`src/source/memsys_params.svh`:
```
////////////////////
// memory subsystem widths and constants
////////////////////

`ifndef MEMSYS_PARAMS_SVH
`define MEMSYS_PARAMS_SVH

// z80 address split into window page and offset
`define PAGE_W 4
`define WIN_OFS_W 14
`define PHYS_AW (`PAGE_W + `WIN_OFS_W)

// dram word organisation
`define DRAM_AW 17
`define DATA_W 16

// video fetch window
`define VIDEO_PAGE 5
`define VIDEO_WORDS 8

// fclk cycles in one dram cycle
`define CYC_PHASES 4

`endif

```
`src/source/memsys_pkg.sv`:
```
////////////////////
// shared types of the memory subsystem
////////////////////

`default_nettype none

package memsys_pkg;

	// phases of one dram cycle, in order
	typedef enum logic [1:0]
	{
		PH_BEG,
		PH_POST,
		PH_PRE_END,
		PH_END
	} dram_phase_e;

	// who holds the current dram cycle
	typedef enum logic [1:0]
	{
		OWN_NONE,
		OWN_CPU,
		OWN_VIDEO
	} dram_owner_e;

	// access direction
	typedef enum logic
	{
		OP_READ,
		OP_WRITE
	} cpu_op_e;

endpackage

`default_nettype wire

```
`src/source/cpu_mem_port.sv`:
```
////////////////////
// cpu memory port
// one z80 byte access becomes one arbitrated dram word access
////////////////////

`default_nettype none

`include "memsys_params.svh"

module cpu_mem_port
(
	input  wire                        fclk,
	input  wire                        rst,

	input  wire                        cpu_req,
	input  wire                        cpu_rnw,
	input  wire  [`PHYS_AW-1:0]        phys_addr,
	input  wire  [7:0]                 cpu_wrdata,
	output logic [7:0]                 cpu_rddata,
	output logic                       cpu_done,

	output logic                       cpu_dreq,
	output memsys_pkg::cpu_op_e        cpu_drnw,
	output logic [`DRAM_AW-1:0]        cpu_daddr,
	output logic [1:0]                 cpu_dbsel,
	output logic [`DATA_W-1:0]         cpu_dwrdata,

	input  wire                        cpu_next,
	input  wire                        cpu_strobe,
	input  wire  [`DATA_W-1:0]         rddata
);

	import memsys_pkg::*;

	logic req_q;
	logic req_rise;

	assign req_rise = cpu_req && !req_q;

	// request level and done pulse
	always_ff @(posedge fclk)
	begin
		if (rst)
		begin
			req_q    <= 1'b0;
			cpu_dreq <= 1'b0;
			cpu_done <= 1'b0;
		end
		else
		begin
			req_q    <= cpu_req;
			cpu_done <= cpu_strobe;
			if (req_rise)
				cpu_dreq <= 1'b1;
			else if (cpu_next)
				cpu_dreq <= 1'b0;
		end
	end

	// latched access, held until the cycle is done
	always_ff @(posedge fclk)
	begin
		if (req_rise)
		begin
			cpu_daddr   <= phys_addr[`PHYS_AW-1:1];
			// odd byte lives in the upper lane
			cpu_dbsel   <= phys_addr[0] ? 2'b10 : 2'b01;
			cpu_drnw    <= cpu_rnw ? OP_READ : OP_WRITE;
			cpu_dwrdata <= {2{cpu_wrdata}};
		end
		if (cpu_strobe)
			cpu_rddata <= cpu_dbsel[1] ? rddata[15:8] : rddata[7:0];
	end

	a_req_held: assert property (@(posedge fclk) disable iff (rst)
		$rose(cpu_req) |-> cpu_req until_with cpu_done)
	else
		$error("cpu_req dropped before cpu_done");

endmodule

`default_nettype wire

```
`config.mk`:
```
export PLATFORM = sky130hd
export DESIGN_NAME = cpu_mem_port
export DESIGN_NICKNAME = d
export VERILOG_FILES = /design/src/source/memsys_pkg.sv /design/src/source/cpu_mem_port.sv
export VERILOG_INCLUDE_DIRS = /design/src /design/src/source
export SDC_FILE = /design/constraint.sdc
export NUM_CORES = 1
export LEC_CHECK = 0
export BUFFER_PORTS_ARGS = -buffer_cell sky130_fd_sc_hd__buf_2
export CORE_UTILIZATION = 43
export CTS_CLUSTER_SIZE = 40
export DETAILED_ROUTE_END_ITERATION = 12
export PLACE_DENSITY = 0.83
export SLEW_MARGIN = 15
export SYNTH_ARGS = -nofsm -noshare
export SYNTH_HDL_FRONTEND = slang
export SYNTH_SLANG_ARGS = --single-unit
```
`constraint.sdc`:
```
create_clock -name fclk -period 5.1 [get_ports fclk]
set_clock_uncertainty 0.15 [all_clocks]
set_input_delay 0.255 -clock fclk [delete_from_list [all_inputs] [get_ports fclk]]
set_output_delay 0.255 -clock fclk [all_outputs]
set_load 0.01 [all_outputs]
```
==> results summary, run 1 <==
The flow ran to the end, and the final reports show no timing, DRC or antenna violations. The share of cells above drive strength 1 came out at 60.0%. The first global-routing pass estimated 4540 µm of wire. Counting the fill cells in the layout gives 213. The detailed-route DRC error count came out at 0. After routing, the total negative slack on setup checks comes to 0 ns. The largest stage delay on the critical path is 0.67 ns.

The average size of a mapped cell came out at 21.8 µm². Setup violations remaining at the end of the flow were counted as 0. The routed design has 3080 µm of wire. The final layout contains 232 nets.

Summing every instance area after synthesis gives 1380 µm². The number of buffers added by the clock tree synthesis step came out at 5. During I/O placement, the number of pins put on the boundary was 94. The number of warnings printed during yosys synthesis came out at 0.

Ranked by total cell area, the synthesized netlist is headed by sky130_fd_sc_hd__edfxtp_1 (79%), sky130_fd_sc_hd__mux2_4 (8.7%), sky130_fd_sc_hd__dfxtp_1 (4.4%). The via density per instance is 4.39. The aggregate global routing overflow is 0. The top cell types in the final layout, fill and taps aside, are sky130_fd_sc_hd__buf_2 (93), sky130_fd_sc_hd__edfxtp_1 (36), sky130_fd_sc_hd__dlygate4sd3_1 (29), sky130_fd_sc_hd__mux2_4 (8), sky130_fd_sc_hd__clkbuf_4 (5). Across all layers, the routed design uses 1006 vias. The first-pass iteration count of the detailed router came out at 3.

The cell sitting at the root of the clock tree is a sky130_fd_sc_hd__clkbuf_4. In this run the remaining antenna-violating nets after routing total 0. The type of element launching the critical path is a flip-flop. The non-filler instance count after layout came out at 229. The width of the chip came out at 58.6 µm.

The worst-case register-to-register setup slack is 3.69 ns. Summed over all cells, the static leakage comes to 0.999 nW. The number of global-route vias before repair is 1017. At the worst endpoint, the required time is 4.70 ns. Of all nets on the critical path, the largest fanout is 9. The number of nets in the synthesized netlist is 111. After floorplanning, the core was divided into 20 placement rows.

The maximum vdd drop is 0.188 mV. The cell area after layout is 2200 µm². TritonCTS built the clock tree. The slew at the pin with the worst max-slew slack is 0.491 ns. The number of instances resized during post-cts repair is 0.

The areal power density over the cells is 300 nW/µm². Setup repair after global routing left no endpoint under its margin. The sequential fraction of the synthesis area is 83.0%.

The final hold violation count came out at 0. Entering global routing, the biggest net connects 30 pins. The final critical path takes up 32.1% of the cycle. The slowest stage of the critical path belongs to the cell sky130_fd_sc_hd__edfxtp_1. Internal power comes to 0.521 mW. The headroom to the max-slew limit came out at 67.3%. The routed wire length per instance came out at 13.5 µm. The die height is 58.6 µm. The number of antenna violations at the first check in global routing is 0. The number of library cell types mapped by synthesis came out at 8. The total clock sinks came out at 39.

In the synthesized netlist, the number of instances is 63. The die covers 3430 µm². For this configuration, the core starts out at a cell density of 45.0%. The core outline area came out at 3050 µm². The number of register bits inferred by synthesis came out at 39. The count of port buffers added during placement came out at 93. The relative contribution of the clock network to total power is 30.0%. Among cell families on the critical path, the largest total delay comes from flip-flops. Leaving out fill and tap cells, the most frequent cell in the layout is sky130_fd_sc_hd__buf_2. The max capacitance violation total is 0. The total instance count after detailed placement came out at 192. The clock passes through at most 2 buffers. The placed standard-cell area came out at 1830 µm². Of all cell types, the one taking the most synthesized area is sky130_fd_sc_hd__edfxtp_1. The number of H-tree levels is 2. From synthesis to final layout, the design area changed by 60.1%.

The routability congestion estimate from global placement came out at 0.638. The number of slew-limit violations in the final report was 0. The critical path buffer and inverter count is 1. The sequential power share is 57.2%. The switching part of the total came out at 21.1%. For the worst-skew pair, the clock arrives at the later sink with an insertion delay of 0.34 ns. The arrival time at the worst endpoint is 1.23 ns. The clock input transition at the sequential cells of the worst setup and hold paths is 0.12 ns.

The area fraction of the dominant cell type after synthesis came out at 78.6%. The class of the tightest hold or removal check is input port to flip-flop. Global routing used 19.3% of the available tracks. The switching power total came out at 0.139 mW. The critical path is of the flip-flop to primary output type.

The endpoint type of the worst setup path is a primary output. The number of inserted diodes came out at 0. The logic gate share of total power came out at 12.8%. The initial DRC count came out at 18. The core utilization of the finished layout came out at 72.1%. The post-layout minimum cycle time is 1.64 ns. The critical path goes through buf_2. The highest clock rate came out at 611 MHz. The HPWL after detailed placement is 1940 µm.
-- logic make-up after synthesis --
| family | synth area share, % |
|---|---|
| multiplexers | 8.74 |
| buffers and inverters | 5.73 |
| AND/OR/NAND/NOR | 1.82 |
| AO/OA/AOI/OAI | 0.728 |
| flip-flops | 83.0 |
-- final timing paths --
kind                                    from            end  cells after the start
worst max register to register  cpu_dbsel[1]  cpu_rddata[1]                      1
worst min-delay path               rddata[0]  cpu_rddata[0]                      2
worst min register to register      cpu_dreq       cpu_dreq                      2
worst max-delay path            cpu_dbsel[1]   cpu_dbsel[1]                      1
-- cell usage after synthesis --
library cell and count:
sky130_fd_sc_hd__inv_1 2, sky130_fd_sc_hd__o21ba_2 1, sky130_fd_sc_hd__dfxtp_1 3, sky130_fd_sc_hd__buf_4 8, sky130_fd_sc_hd__nor2b_1 4, sky130_fd_sc_hd__edfxtp_1 36
sky130_fd_sc_hd__buf_6 1, sky130_fd_sc_hd__mux2_4 8
-- flip-flops by register name, indices dropped and copies added (netlist names) --
register,count
cpu_drnw,1
cpu_dreq,1
cpu_done,1
cpu_dwrdata,8
cpu_rddata,8
cpu_dbsel,2
req_q,1
cpu_daddr,17
-- layout make-up --
class / count / area (µm²) / area share, %
sequential: 39 / 1140 / 51.8
timing repair buffer: 123 / 763 / 34.7
multi-input combinational: 13 / 158 / 7.16
tap: 44 / 55.1 / 2.50
clock inverter: 3 / 38.8 / 1.76
clock buffer: 5 / 37.5 / 1.71
inverter: 2 / 7.51 / 0.341
-- metrics by stage --
step	total power [mW]	setup WS (ns)	hold WS, ns
after floorplan	0.416	2.95	0.177
after global placement	0.448	3.76	0.282
after detailed placement	0.452	3.71	0.284
after CTS	0.667	3.44	0.0426
after global routing	0.687	3.39	0.0394
final	0.661	3.46	0.0563
-- timing repair --
item | 4_1_cts | 5_1_grt
endpoints found under the setup margin | 0 | 0
buffers inserted | 0 | 0
hold buffers | 29 | 0
hold endpoints to repair | 30 | 0
-- power groups by stage --
stage | clock network (mW) | logic (mW) | registers (mW)
2_1_floorplan | 0 | 0.0223 | 0.393
3_3_place_gp | 0 | 0.0651 | 0.383
4_1_cts | 0.205 | 0.0845 | 0.378
5_1_grt | 0.216 | 0.0913 | 0.380
3_5_place_dp | 0 | 0.0672 | 0.385
6_report | 0.198 | 0.0843 | 0.378
-- layer usage --
| layer | track usage, % | vias up | share of wire, % |
|---|---|---|---|
| li1 | - | 467 | - |
| met1 | 16.8 | 462 | 34 |
| met2 | 38.6 | 72 | 54 |
| met3 | 8.35 | 5 | 10 |
| met4 | 6.12 | 0 | 1.1 |
| met5 | 0 | - | 0 |
Note: power is estimated with default switching activity, not from simulation.
==> run 2, diff against run 1 <==
--- a/config.mk
+++ b/config.mk
@@ -7,10 +7,10 @@
 export NUM_CORES = 1
 export LEC_CHECK = 0
 export BUFFER_PORTS_ARGS = -buffer_cell sky130_fd_sc_hd__buf_2
-export CORE_UTILIZATION = 43
+export CORE_UTILIZATION = 36
 export CTS_CLUSTER_SIZE = 40
 export DETAILED_ROUTE_END_ITERATION = 12
-export PLACE_DENSITY = 0.83
+export PLACE_DENSITY = 0.74
 export SLEW_MARGIN = 15
 export SYNTH_ARGS = -nofsm -noshare
 export SYNTH_HDL_FRONTEND = slang
==> constraint.sdc (replaced) <==
create_clock -name fclk -period 1.4 [get_ports fclk]
set_clock_uncertainty 0.15 [all_clocks]
set_input_delay 0.07 -clock fclk [delete_from_list [all_inputs] [get_ports fclk]]
set_output_delay 0.07 -clock fclk [all_outputs]
set_load 0.01 [all_outputs]
==> run 2 against run 1 <==
Effect of this change:
- clock power rose to 3.8 times the previous value
- power grew to 3.8 times the previous value
- wire length is 15% higher
- sequential power rose to 3.6 times the previous value
- combinational power rose to 4.4 times the previous value
- sequential cell count did not move
- non-clock buffer count increased by 19
- hold slack gained 0.16 ns
- count of clock-buffer cells in the layout is 2 higher
==> results summary, run 2 (same netlist as run 1, synthesis figures left out) <==
The worst hold path begins at cpu_req. The largest registers in the layout are cpu_daddr (17), cpu_dwrdata (8), cpu_rddata (8). The worst path in the final design needs a cycle of 1.29 ns, including I/O delays and setup.

The clock latency on the worst-skew pair came out at 0.28 ns. The via density per instance is 4.24. The count of port buffers added during placement came out at 93. The library cell used most frequently in the layout, excluding fill and tap cells, is sky130_fd_sc_hd__buf_2.

The launching instance or port of the critical path is rst. The largest net degree at the start of global routing came out at 30. For this run, the top clock speed supported by timing is 778 MHz. The final hold violation count is 0. For this block, the initial DRC count from the detailed router was 16. The critical path is of the input port to flip-flop type. The repair_antennas step left the layout with diodes totalling 0. The clock input transition at the sequential cells of the worst setup and hold paths is 0.07 ns. The core utilization of the finished layout is 66.6%. The number of global-route vias before repair was 1223. The routed wire length came out at 3540 µm.

Leaving out fill and tap cells, the most frequent cells in the layout are sky130_fd_sc_hd__buf_2 (93), sky130_fd_sc_hd__dlygate4sd3_1 (47), sky130_fd_sc_hd__edfxtp_1 (36), sky130_fd_sc_hd__mux2_4 (8), sky130_fd_sc_hd__clkbuf_8 (6). The H-tree generated during clock tree synthesis spans 2 levels. The total half-perimeter wirelength after legalization and detailed placement is 2030 µm. The sequential power share came out at 55.1%.

The register with the most flip-flops in the final layout is cpu_daddr. The routability congestion estimate from global placement is 0.628. The switching power total is 0.514 mW. The cell sitting at the root of the clock tree is a sky130_fd_sc_hd__clkbuf_8. The headroom to the max-slew limit is 86.7%. The routed wire length per instance is 14.1 µm.

The flip-flop count of the largest register after layout is 17. The arrival time at the worst endpoint came out at 1.36 ns. The first-pass GRT wire length is 5450 µm. The share of cells above drive strength 1 came out at 54.9%.

From bottom edge to top edge, the die measures 63.8 µm. The max capacitance violation total came out at 0. The required time at the endpoint of the critical path is 1.47 ns. After floorplanning, the core was divided into 22 placement rows.

Among all stages on the critical path, the largest delay is contributed by sky130_fd_sc_hd__dlygate4sd3_1. TritonCTS built the clock tree. The clock passes through at most 2 buffers.

For this run, the total global-route usage over all layers was measured as 18.9%. After detailed routing, the number of remaining DRC violations is 0. Setup repair after global routing left no endpoint under its margin.

The areal power density over the cells is 1020 nW/µm². In this run the worst path has a maximum fanout of 3. Cell internal power was estimated by the tool at 1.97 mW. The worst register-to-register path begins at cpu_dbsel[1]. The worst hold path belongs to the class input port to flip-flop. Of the total power, combinational logic draws 14.9%.

The number of nets in the layout is 251. The area growth from synthesis to layout is 77.3%. After clock tree synthesis, the repair step resized 0 gates. STA classifies the critical path endpoint as a flip-flop. After routing the design area is 2440 µm².

The die area came out at 4070 µm². The library cell appearing most often on the critical path is sky130_fd_sc_hd__dlygate4sd3_1. The overall power of the completed layout is 2.49 mW. The flow ran to the end, and the final reports show no timing, DRC or antenna violations. The static power due to leakage is 1.10 nW. The accumulated negative setup slack came out at 0 ns. The number of top-level design ports came out at 94. The number of antenna violations at the first check in global routing is 0.

The largest single stage delay on the critical path is 0.54 ns. The number of buffers added by the clock tree synthesis step is 5. From left edge to right edge, the die measures 63.8 µm. The pre-antenna-repair detailed-routing pass consisted of 4 iterations. The total clock sinks is 39. At the pin with the least slew margin, the transition time is 0.200 ns. For this configuration, the core starts out at a cell density of 37.6%.

The placed standard-cell area came out at 1860 µm². The relative contribution of the clock network to total power is 30.0%. The final period utilization is 91.8%. The via count came out at 1069. The type of element launching the critical path is an input port. The aggregate global routing overflow is 0.

The count of endpoints failing setup in the final report came out at 0. The critical path goes through dlygate4sd3_1 -> buf_2 -> nor2b_1 -> dlygate4sd3_1. The worst slack on hold paths came out at 0.217 ns.

VDD sags by at most 0.729 mV. In this run the remaining antenna-violating nets after routing total 0. The core outline area came out at 3660 µm². The number of slew-limit violations in the final report came out at 0.

In this run switching power makes up 20.7% of total power.
run 2: changes by cell type in the layout (fill, tap and decap cells not counted), moves of 2 or more:
cell	change
sky130_fd_sc_hd__buf_12	+2
sky130_fd_sc_hd__clkbuf_4	-5
sky130_fd_sc_hd__clkbuf_8	+6
sky130_fd_sc_hd__dlygate4sd3_1	+18
run 2: routing by layer:
metal  up-vias  GRT usage [%]  share of wire, %
met2        59           36.7                59
li1        503              -                 -
met1       497           15.8                31
met5         -              0                 0
met4         0           13.1               3.6
met3        10           5.89               6.2
run 2: final cells by class:
cell class	count	area [µm²]
flip-flops and latches	39	1140
fillers	279	1220
well taps	48	60.1
clock buffers	7	86.3
multi-input cells	13	163
inverters	2	7.51
clock inverters	1	5.00
repair buffers	142	976
run 2: repair_timing:
item	in CTS	in global routing
hold buffers	47	0
endpoints found under the setup margin	9	0
setup buffers	1	0
hold endpoints to repair	47	0
run 2: worst paths after layout:
check                           cells after the start             to  slack, ns
worst max-delay path                                4          req_q       0.11
worst min-delay path                                3  cpu_daddr[13]       0.22
worst max register to register                      2  cpu_rddata[0]       0.12
worst min register to register                      2       cpu_dreq       0.46
run 2: critical path, delay by kind of cell:
family | cells | cell delay (ns)
buffers and inverters | 3 | 1.19
AND/OR/NAND/NOR | 1 | 0.09
run 2: power groups by stage:
stage          sequential, mW  clock (mW)  combinational (mW)
6_report                 1.37       0.746               0.370
5_1_grt                  1.38       0.813               0.395
2_1_floorplan            1.43           0              0.0831
4_1_cts                  1.37       0.769               0.364
3_5_place_dp             1.40           0               0.252
3_3_place_gp             1.40           0               0.245
run 2: through the flow:
step	cells	setup slack [ns]
CTS	252	0.121
finish	252	0.114
detailed placement	196	-0.00543
global placement	196	0.0417
floorplan	63	0.0852
global route	252	0.0575
==> run 3, diff against run 2 <==
--- a/config.mk
+++ b/config.mk
@@ -7,10 +7,11 @@
 export NUM_CORES = 1
 export LEC_CHECK = 0
 export BUFFER_PORTS_ARGS = -buffer_cell sky130_fd_sc_hd__buf_2
-export CORE_UTILIZATION = 36
+export CORE_UTILIZATION = 43
 export CTS_CLUSTER_SIZE = 40
 export DETAILED_ROUTE_END_ITERATION = 12
-export PLACE_DENSITY = 0.74
+export PLACE_DENSITY = 0.83
+export SKIP_CTS_REPAIR_TIMING = 1
 export SLEW_MARGIN = 15
 export SYNTH_ARGS = -nofsm -noshare
 export SYNTH_HDL_FRONTEND = slang
==> constraint.sdc (replaced) <==
create_clock -name fclk -period 1.5 [get_ports fclk]
set_clock_uncertainty 0.15 [all_clocks]
set_input_delay 0.075 -clock fclk [delete_from_list [all_inputs] [get_ports fclk]]
set_output_delay 0.075 -clock fclk [all_outputs]
set_load 0.01 [all_outputs]
==> run 3 against run 2 <==
Effect of this change:
- non-clock buffer count up 2
- critical path depth unchanged
- utilization up 12 points
- largest cell class unchanged
- final cell count down 1.2%
- critical endpoint is now cpu_done
- sequential share of layout area up 0.88 points
- clock power down 38%
==> results summary, run 3 (same netlist as run 1, synthesis figures left out) <==
The first-pass GRT wire length came out at 3310 µm. Of all nets on the critical path, the largest fanout is 9. The share of cells above drive strength 1 is 54.6%. The initialized floorplan defines 20 standard-cell rows. For this run, the share of the core covered by cells in the final layout is 78.4%.

Port buffering added 93 buffers. The clock input transition at the sequential cells of the worst setup and hold paths is 0.10 ns. The via count is 1085.

The total routing resource utilization after global routing came out at 13.7%. The tree is rooted in a sky130_fd_sc_hd__clkbuf_4. The highest clock rate came out at 703 MHz.

The number of buffers added by the clock tree synthesis step came out at 5. The area of the multi-input gates is 163 µm². The number of antenna violations at the first check in global routing is 0. The required time at the endpoint of the critical path came out at 1.57 ns.

On the worst path, the slowest cell contributes a delay of 0.55 ns. The register with the most flip-flops in the layout has 17 of them. Dividing total power by cell area gives a power density of 872 nW/µm². The clock latency on the worst-skew pair is 0.32 ns. The routed wire length is 3460 µm.

Once detail routing completed, the nets flagged for antenna violations numbered 0. The arrival time at the worst endpoint is 1.49 ns. Counting along the longest clock path gives a buffer depth of 2. The number of top-level design ports is 94. The total half-perimeter wirelength after legalization and detailed placement is 1860 µm. The static power due to leakage is 1.08 nW.

The final period utilization came out at 94.8%. Setup repair after global routing left no endpoint under its margin. By startpoint and endpoint, the worst setup path is classified as input port to flip-flop. Headroom to the max-slew limit came out at 86.3%. The number of nets in the layout came out at 253. The die height came out at 58.6 µm. Across all setup checks in the final design, the least slack found is 0.0777 ns.

The core outline area is 3050 µm². TritonCTS built the clock tree. Walking the worst path, the cells encountered are dlygate4sd3_1 -> buf_2 -> nor2b_1 -> dlygate4sd3_1. The maximum vdd drop is 0.583 mV. The max capacitance violation total came out at 0. Measured along the x axis, the die boundary spans 58.6 µm. The clock drives 39 sinks. The post-layout minimum cycle time is 1.42 ns. The area taken by flip-flops and latches came out at 1140 µm².

The slew at the pin with the worst max-slew slack is 0.206 ns. In this run the number of H-tree levels came out at 2. Summed over all layers, the global routing overflow is 0. The number of global-route vias before repair came out at 794.

The number of slew-limit violations in the final report is 0. The die area is 3430 µm². The register with the most flip-flops in the final layout is cpu_daddr. The initial utilization of the core area, before any placement, comes to 45.0%. The slowest stage of the critical path belongs to the cell sky130_fd_sc_hd__dlygate4sd3_1. In the layout the commonest cells are sky130_fd_sc_hd__buf_2 (93), sky130_fd_sc_hd__dlygate4sd3_1 (48), sky130_fd_sc_hd__edfxtp_1 (36), sky130_fd_sc_hd__mux2_4 (8), sky130_fd_sc_hd__clkbuf_4 (5). At the end of routability-driven placement, the weighted congestion stood at 0.647. The tightest min-delay check is of the input port to flip-flop type. The library cell used most frequently in the layout, excluding fill and tap cells, is sky130_fd_sc_hd__buf_2.

In this run, the number of DRC markers left after iteration 0 of detailed routing was 15. The run finished with clean final reports. The routed wire length per instance is 13.9 µm. The largest registers in the layout are cpu_daddr (17), cpu_dwrdata (8), cpu_rddata (8). The largest net degree at the start of global routing is 17.

The first-pass iteration count of the detailed router came out at 4. Adding up every negative setup slack in the final design gives 0 ns. After detailed routing, the number of remaining DRC violations is 0. The number of fill cells in the layout came out at 195. In the routed layout, each cell is associated on average with a via count of 4.36.

The type of element launching the critical path is an input port. The final hold violation count came to 0. The count of endpoints failing setup in the final report came out at 0. The layout overhead on the synthesized area is 74.1%.

The worst setup path is captured at a flip-flop. The most numerous cell type found on the critical path is sky130_fd_sc_hd__dlygate4sd3_1. The number of inserted diodes came out at 0.

The pre-CTS worst setup slack is 0.220 ns.
==> run 3: cell count changes in the layout (fill, tap and decap cells not counted), sizes merged <==
cell / before / now
dlygate4sd3: 47 / 48
clkinv: 1 / 2
clkbuf: 7 / 5
buf: 95 / 96
==> run 3: per-layer routing <==
metal | share of wire (%) | vias up | track usage (%)
met1 | 35 | 494 | 13.0
met5 | 0 | - | 0
li1 | - | 509 | -
met4 | 0.98 | 0 | 6.12
met3 | 11 | 4 | 8.35
met2 | 53 | 78 | 23.6
==> run 3: per-stage QoR <==
stage               cells  cell area (µm²)  power, mW  hold WS [ns]
finish                249             2390       2.09         0.311
global route          249             2390       2.19         0.283
CTS                   201             1910       2.00        -0.243
detailed placement    194             1870       1.55         0.104
global placement      194             1870       1.54         0.102
floorplan              63             1380       1.41      -0.00339
==> run 3: cell type report <==
class | count | share of cell area (%)
sequential | 39 | 47.7
timing repair buffer | 144 | 41.0
multi-input combinational | 13 | 6.80
tap | 44 | 2.30
clock buffer | 5 | 1.57
clock inverter | 2 | 0.366
inverter | 2 | 0.314
==> run 3: path summary, 6_finish.rpt <==
path | startpoint | to | slack, ns | cells after the start
min reg2reg | cpu_dreq | cpu_dreq | 0.45 | 2
min | cpu_wrdata[7] | cpu_dwrdata[7] | 0.31 | 2
max | cpu_strobe | cpu_done | 0.08 | 4
max reg2reg | cpu_dbsel[1] | cpu_rddata[3] | 0.21 | 2
==> run 3: worst max-delay path, delay by kind of cell <==
family        cells  cell delay [ns]
buf+inv           3             1.27
simple gates      1             0.15
==> run 3: report_power, final <==
| group | total, mW | switching [mW] | internal, mW |
|---|---|---|---|
| combinational | 0.345 | 0.135 | 0.209 |
| clock | 0.464 | 0.297 | 0.166 |
| sequential | 1.28 | 0.0193 | 1.26 |
| total | 2.09 | 0.452 | 1.64 |
